==> src/design/idle_insertion_pkg.sv <==
package idle_insertion_pkg;

	// Block format, data sits above the control mask
	localparam int TX_DATA_W = 64;
	localparam int TX_CTRL_W = 8;
	localparam int BLOCK_W   = TX_DATA_W + TX_CTRL_W;

	localparam logic [7:0] IDLE_CHAR = 8'h07;  // CGMII idle

	// Full idle block as seen on the input
	localparam logic [TX_DATA_W-1:0] IDLE_DATA = {(TX_DATA_W/8){IDLE_CHAR}};
	localparam logic [TX_CTRL_W-1:0] IDLE_CTRL = '1;

	// Marker period, counted in taken blocks
	localparam int AM_PERIOD = 16383;
	localparam int AM_CNT_W  = 14;

	// Marker window length in enabled cycles
	localparam int AM_LANES  = 20;
	localparam int WIN_CNT_W = 5;

	// Idles removed per period to make room for the markers
	localparam int IDLE_DEL_MAX = 20;
	localparam int DEL_CNT_W    = 5;

	// Elastic buffer
	localparam int FIFO_DEPTH  = 32;
	localparam int FIFO_ADDR_W = 5;

endpackage

==> src/design/fifo_if.sv <==
interface fifo_if;
	import idle_insertion_pkg::*;

	// Write side
	logic               wr_en;
	logic [BLOCK_W-1:0] wr_data;

	// Read side
	logic               rd_en;
	logic [BLOCK_W-1:0] rd_data;  // Registered in the FIFO

	// Status
	logic empty;
	logic full;

	// Controller pushes, pops and watches the flags
	modport ctrl (
		output wr_en,
		output wr_data,
		output rd_en,
		input  rd_data,
		input  empty,
		input  full
	);

	modport fifo (
		input  wr_en,
		input  wr_data,
		input  rd_en,
		output rd_data,
		output empty,
		output full
	);

endinterface

==> src/design/am_block_counter.sv <==
module am_block_counter (
	input  logic i_clock,
	input  logic i_rst_n,
	input  logic i_enable,
	input  logic i_block_taken,
	output logic o_period_done,
	output logic o_am_window
);
	import idle_insertion_pkg::*;

	logic [AM_CNT_W-1:0]  block_cnt;
	logic [WIN_CNT_W-1:0] win_cnt;
	logic                 last_block;  // Period ends on this take

	assign last_block = i_block_taken && (block_cnt == AM_CNT_W'(AM_PERIOD - 1));

	// Modulo counter over taken blocks, deleted idles included
	always_ff @(posedge i_clock) begin
		if (!i_rst_n) begin
			block_cnt     <= '0;
			o_period_done <= 1'b0;
		end else if (i_enable) begin
			o_period_done <= last_block;
			if (last_block)
				block_cnt <= '0;
			else if (i_block_taken)
				block_cnt <= block_cnt + 1'b1;
		end
	end

	// Window opens together with period_done and lasts AM_LANES enabled cycles
	always_ff @(posedge i_clock) begin
		if (!i_rst_n) begin
			o_am_window <= 1'b0;
			win_cnt     <= '0;
		end else if (i_enable) begin
			if (last_block) begin
				o_am_window <= 1'b1;
				win_cnt     <= '0;
			end else if (o_am_window) begin
				if (win_cnt == WIN_CNT_W'(AM_LANES - 1))
					o_am_window <= 1'b0;  // Last window cycle
				else
					win_cnt <= win_cnt + 1'b1;
			end
		end
	end

endmodule

==> src/design/idle_deletion_counter.sv <==
module idle_deletion_counter (
	input  logic i_clock,
	input  logic i_rst_n,
	input  logic i_enable,
	input  logic i_idle_del,
	input  logic i_period_done,
	output logic o_quota_done
);
	import idle_insertion_pkg::*;

	logic [DEL_CNT_W-1:0] del_cnt;
	logic                 at_max;

	assign at_max = (del_cnt == DEL_CNT_W'(IDLE_DEL_MAX));

	// Deletions in the current period
	always_ff @(posedge i_clock) begin
		if (!i_rst_n) begin
			del_cnt <= '0;
		end else if (i_enable) begin
			if (i_period_done)
				// First block of the new period may already be a deleted idle
				del_cnt <= i_idle_del ? DEL_CNT_W'(1) : '0;
			else if (i_idle_del && !at_max)
				del_cnt <= del_cnt + 1'b1;  // Saturates at the quota
		end
	end

	// The old period's count is stale once period_done is up
	assign o_quota_done = at_max && !i_period_done;

endmodule

==> src/design/sync_fifo.sv <==
module sync_fifo (
	input  logic   i_clock,
	input  logic   i_rst_n,
	input  logic   i_enable,
	fifo_if.fifo   fifo
);
	import idle_insertion_pkg::*;

	logic [BLOCK_W-1:0] mem [FIFO_DEPTH];

	// Extra MSB tells a full buffer from an empty one
	logic [FIFO_ADDR_W:0] wr_ptr;
	logic [FIFO_ADDR_W:0] rd_ptr;

	logic do_write;
	logic do_read;

	assign fifo.empty = (wr_ptr == rd_ptr);
	assign fifo.full  = (wr_ptr[FIFO_ADDR_W] != rd_ptr[FIFO_ADDR_W]) &&
		(wr_ptr[FIFO_ADDR_W-1:0] == rd_ptr[FIFO_ADDR_W-1:0]);

	// Write into a full buffer is dropped
	assign do_write = i_enable && fifo.wr_en && !fifo.full;
	assign do_read  = i_enable && fifo.rd_en && !fifo.empty;

	always_ff @(posedge i_clock) begin
		if (!i_rst_n) begin
			wr_ptr <= '0;
		end else if (do_write) begin
			wr_ptr <= wr_ptr + 1'b1;
		end
	end

	always_ff @(posedge i_clock) begin
		if (!i_rst_n) begin
			rd_ptr <= '0;
		end else if (do_read) begin
			rd_ptr <= rd_ptr + 1'b1;
		end
	end

	// Storage
	always_ff @(posedge i_clock) begin
		if (do_write)
			mem[wr_ptr[FIFO_ADDR_W-1:0]] <= fifo.wr_data;
	end

	// Read port, holds its value between reads
	always_ff @(posedge i_clock) begin
		if (do_read)
			fifo.rd_data <= mem[rd_ptr[FIFO_ADDR_W-1:0]];
	end

endmodule

==> src/design/idle_insertion_ctrl.sv <==
module idle_insertion_ctrl (
	input  logic                                 i_clock,
	input  logic                                 i_rst_n,
	input  logic                                 i_enable,
	input  logic                                 i_valid,
	input  logic [idle_insertion_pkg::TX_DATA_W-1:0] i_tx_data,
	input  logic [idle_insertion_pkg::TX_CTRL_W-1:0] i_tx_ctrl,
	input  logic                                 i_am_window,
	input  logic                                 i_quota_done,
	output logic                                 o_block_taken,
	output logic                                 o_idle_del,
	fifo_if.ctrl                                 fifo,
	output logic [idle_insertion_pkg::TX_DATA_W-1:0] o_tx_data,
	output logic [idle_insertion_pkg::TX_CTRL_W-1:0] o_tx_ctrl,
	output logic                                 o_valid,
	output logic                                 o_am_flag,
	output logic                                 o_overflow
);
	import idle_insertion_pkg::*;

	logic is_idle;
	logic valid_q;

	// Idle block has every control bit set and only idle bytes
	assign is_idle = (i_tx_ctrl == IDLE_CTRL) && (i_tx_data == IDLE_DATA);

	assign o_block_taken = i_valid && i_enable;
	assign o_idle_del    = o_block_taken && is_idle && !i_quota_done;

	// Everything not deleted goes into the FIFO
	assign fifo.wr_en   = o_block_taken && !o_idle_del;
	assign fifo.wr_data = {i_tx_data, i_tx_ctrl};

	// Output stalls while the marker inserter owns the lane
	assign fifo.rd_en = i_enable && !i_am_window && !fifo.empty;

	// Valid and flag follow the read by one enabled cycle,
	// so a block read just before the window never meets the flag
	always_ff @(posedge i_clock) begin
		if (!i_rst_n) begin
			valid_q   <= 1'b0;
			o_am_flag <= 1'b0;
		end else if (i_enable) begin
			valid_q   <= fifo.rd_en;
			o_am_flag <= i_am_window;
		end
	end

	// Held block shows up again on the next enabled cycle
	assign o_valid = valid_q && i_enable;

	assign o_tx_data = fifo.rd_data[BLOCK_W-1 -: TX_DATA_W];
	assign o_tx_ctrl = fifo.rd_data[TX_CTRL_W-1:0];

	// Sticky until reset
	always_ff @(posedge i_clock) begin
		if (!i_rst_n)
			o_overflow <= 1'b0;
		else if (fifo.wr_en && fifo.full)
			o_overflow <= 1'b1;  // Block lost
	end

endmodule

==> src/design/idle_insertion_top.sv <==
module idle_insertion_top (
	input  logic                                     i_clock,
	input  logic                                     i_rst_n,
	input  logic                                     i_enable,
	input  logic                                     i_valid,
	input  logic [idle_insertion_pkg::TX_DATA_W-1:0] i_tx_data,
	input  logic [idle_insertion_pkg::TX_CTRL_W-1:0] i_tx_ctrl,
	output logic [idle_insertion_pkg::TX_DATA_W-1:0] o_tx_data,
	output logic [idle_insertion_pkg::TX_CTRL_W-1:0] o_tx_ctrl,
	output logic                                     o_valid,
	output logic                                     o_am_flag,
	output logic                                     o_overflow
);

	logic block_taken;
	logic idle_del;
	logic period_done;
	logic am_window;   // Read stall, flag comes out of the controller
	logic quota_done;

	fifo_if u_fifo_if ();

	idle_insertion_ctrl u_idle_insertion_ctrl (
		.i_clock       (i_clock),
		.i_rst_n       (i_rst_n),
		.i_enable      (i_enable),
		.i_valid       (i_valid),
		.i_tx_data     (i_tx_data),
		.i_tx_ctrl     (i_tx_ctrl),
		.i_am_window   (am_window),
		.i_quota_done  (quota_done),
		.o_block_taken (block_taken),
		.o_idle_del    (idle_del),
		.fifo          (u_fifo_if),
		.o_tx_data     (o_tx_data),
		.o_tx_ctrl     (o_tx_ctrl),
		.o_valid       (o_valid),
		.o_am_flag     (o_am_flag),
		.o_overflow    (o_overflow)
	);

	am_block_counter u_am_block_counter (
		.i_clock       (i_clock),
		.i_rst_n       (i_rst_n),
		.i_enable      (i_enable),
		.i_block_taken (block_taken),
		.o_period_done (period_done),
		.o_am_window   (am_window)
	);

	idle_deletion_counter u_idle_deletion_counter (
		.i_clock       (i_clock),
		.i_rst_n       (i_rst_n),
		.i_enable      (i_enable),
		.i_idle_del    (idle_del),
		.i_period_done (period_done),
		.o_quota_done  (quota_done)
	);

	sync_fifo u_sync_fifo (
		.i_clock  (i_clock),
		.i_rst_n  (i_rst_n),
		.i_enable (i_enable),
		.fifo     (u_fifo_if)
	);

endmodule

==> config.mk <==
export PLATFORM = sky130hd
export DESIGN_NAME = idle_insertion_top
export DESIGN_NICKNAME = d
export VERILOG_FILES = /design/src/design/idle_insertion_pkg.sv /design/src/design/fifo_if.sv /design/src/design/am_block_counter.sv /design/src/design/idle_deletion_counter.sv /design/src/design/sync_fifo.sv /design/src/design/idle_insertion_ctrl.sv /design/src/design/idle_insertion_top.sv
export SDC_FILE = /design/constraint.sdc
export NUM_CORES = 2
export LEC_CHECK = 0
export BUFFER_PORTS_ARGS = -buffer_cell sky130_fd_sc_hd__buf_2
export CAP_MARGIN = 25
export CORE_AREA = 8 8 414 416
export DETAILED_ROUTE_END_ITERATION = 6
export DIE_AREA = 0 0 422 424
export PLACE_DENSITY = 0.75
export SETUP_SLACK_MARGIN = 0.5
export SLEW_MARGIN = 20
export SYNTH_ARGS = -nofsm -noshare
export SYNTH_HDL_FRONTEND = slang
export SYNTH_SLANG_ARGS = --single-unit
==> constraint.sdc <==
create_clock -name i_clock -period 5.3 [get_ports i_clock]
set_clock_uncertainty 0.15 [all_clocks]
set_input_delay 1.06 -clock i_clock [delete_from_list [all_inputs] [get_ports i_clock]]
set_output_delay 1.06 -clock i_clock [all_outputs]
set_load 0.01 [all_outputs]
==> run metrics <==
WL/cell=35.95 microns; Peak supply drop=389.1 uV; Final Non-Filler Cells=6446; Worst Setup SP=i_tx_data[52]; IO Pins=151; register bit count reported by yosys=2417; Buf/Inv on CP=4; critical path's top delay family=simple AND/OR/NAND/NOR gates; EDFF count, synth=2376; Hold Path Origin=i_tx_data[3]; # Max-Cap Violations=0; Die X=422 microns; post-DP HPWL=125400 microns; Routed Antenna Nets=0; Pwr Density=391.8 mW/mm^2; CTS tree=done; R2R depth=5; layout cells sized above 1=0.3621; TNS Setup=0 ns; Core Footprint=0.1644 sq mm; row count=149; Critical-path top delay cell=nor4b_1; gr ovfl total=0; P_leak=31.95 nW; Critical Path AT=4.14 ns; sequential cell area fraction in the yosys report=0.7888; Final nets=4139; max incr delay on CP=0.91 ns; fin crit share=0.7021; area delta synth->final=15.01%; most frequent cells after synthesis=2376 x edfxtp_1, 720 x mux4_2, 130 x clkbuf_1, 72 x mux2_2, 69 x nor2_1; routability cong.=0.8046; Syn Inst Count=3650; Max Slew Vio Count=0; initial antenna violation count=10; Detailed Route WL=231700 microns; clock root cell=clkbuf_16; Critical Path Stages=10; post-placement cell count=6010; CTS-repair resized insts=0; DRT iter0 DRCs=5877; TritonCTS Buffers=229; Slew headroom=0.3286; dominant cells by area after synthesis=edfxtp_1 78%, mux4_2 18%, dfxtp_1 0.90%, mux2_2 0.89%, clkbuf_1 0.53%; Clock Latency Late Sink=0.86 ns; utilization after layout=0.6400; Yosys top cell by area=edfxtp_1; post-synthesis cell area=0.09150 sq mm; initial core utilization=0.5565; syn_nets=3736; drt first pass iters=6; Post-CTS Setup Repair Bufs=0; total track usage=0.2554; # fillers=10170; crit end category=flip-flop; RSZ-0062 raised after global routing=false; synth unique cells=47; final setup vio count=0; Final WS setup=1.579 ns; Clk pin slew, worst setup/hold paths=0.06 ns; IO Port Bufs=150; Yosys top cell area share=0.7798; Post-CTS Hold Fix Bufs=0; fin crit period=3.721 ns; most common cell in the synthesized netlist=edfxtp_1; CP Data Required Time=5.72 ns; global-route wire length before repair=328500 microns; Critical Path, Cell by Cell=buf_2 -> nor4b_1 -> nand4_1 -> buf_4 -> nor4_4 -> a21oi_1 -> nand3_1 -> buf_12 -> nor2_4 -> buf_12; yosys warns=0; FF-to-FF Start=u_sync_fifo.rd_ptr[0]; status=complete, no violations; maximum clock frequency=268.7 MHz; Post-synth ARST share=0; die area=0.1789 sq mm; vias in the first global route=44350; Max FO, Critical Path=33; clk buf depth=3; crit-path most repeated cell=buf_12; vias=43090; min-delay worst type=input port to flip-flop; vias per cell=6.685; Main synth FF type=edfxtp_1; Die Span Y=424 microns; Final Hold Vio Count=0; Critical Path Source Type=input port; DP Worst Slack=0.6060 ns; # H-tree levels=4; total power=0.04123 W; syn avg cell area=25.07 sq um; Worst Tran Pin Value=0.9932 ns; DRC violations left=0; hold path depth=1; largest net degree at the start of global routing=119; CP Class=input port to flip-flop; clock sink count=2417
==> logic make-up after synthesis <==
family,share of synthesized area
AND/OR/NAND/NOR,0.01020
multiplexers,0.1866
AO/OA/AOI/OAI,0.002147
buffers and inverters,0.008314
flip-flops,0.7888
adder cells (fa/ha/maj),0.001367
XOR/XNOR,0.002585
==> registers in the layout, summed over array words and instances, names as in the netlist <==
register	cells
u_am_block_counter.win_cnt	5
u_am_block_counter.o_am_window	1
u_am_block_counter.o_period_done	1
u_am_block_counter.block_cnt	14
u_idle_deletion_counter.del_cnt	5
u_idle_insertion_ctrl.o_am_flag	1
u_sync_fifo.rd_ptr	6
u_sync_fifo.wr_ptr	6
u_sync_fifo.fifo.rd_data	72
u_sync_fifo.mem	2304
u_idle_insertion_ctrl.valid_q	1
u_idle_insertion_ctrl.o_overflow	1
==> per-stage QoR <==
step           hold slack [ns]  instance area (sq um)
2_1_floorplan           0.2982                  91500
3_3_place_gp            0.3099                  97480
3_5_place_dp            0.3244                  97480
4_1_cts                 0.2483                 105200
5_1_grt                 0.2805                 105200
6_report                0.3212                 105200
==> final timing paths <==
path              slack (ns)                            end
setup / recovery        1.58        u_sync_fifo.mem[30][38]
setup reg to reg        1.95   u_sync_fifo.fifo.rd_data[46]
hold / removal          0.32        u_sync_fifo.mem[22][11]
hold reg to reg         0.33  u_am_block_counter.win_cnt[1]
==> report_power, final <==
| part | total, W | internal, W | switching [W] |
|---|---|---|---|
| sequential | 0.0212 | 0.0211 | 0.0000621 |
| combinational | 0.00328 | 0.00159 | 0.00169 |
| clock | 0.0167 | 0.00950 | 0.00725 |
==> metal layers <==
layer  wire length, microns  up-vias  track usage
li1                       -    16670            -
met1                  83100    23230       0.3312
met2                 120700     2766       0.4424
met3                  19500      428      0.04516
met4                   8356        4      0.08561
met5                     27        -            0
==> cell usage in the layout, fill, tap and decap left out, types with 6 or more instances in the layout <==
cell type and count:
edfxtp_1 2376, mux4_2 720, clkbuf_16 230, buf_2 150
buf_12 114, buf_4 87, mux2_2 72, clkinv_2 50
clkinv_1 43, clkbuf_1 39, nor2_1 37, dfxtp_1 36
nor2_4 33, bufinv_16 29, nand2_1 28, xor2_1 19
nand4_1 17, a21oi_1 14, nand3_1 12, clkinvlp_4 12
inv_1 10, ha_1 10, xnor2_1 8, diode_2 7
nor4bb_1 6, o21ai_0 6, and3_1 6, inv_16 6
==> layout make-up <==
type	instances	area (sq um)	area share
multi-input cells	1042	18830	0.1790
clock buffers	274	5971	0.05674
clock inverters	154	1728	0.01642
flip-flops and latches	2417	72190	0.6860
repair buffers	352	3714	0.03529
well taps	2189	2739	0.02603
diodes	7	17.52	0.0001665
inverters	11	41.29	0.0003924
Note: power is estimated with default switching activity, not from simulation.
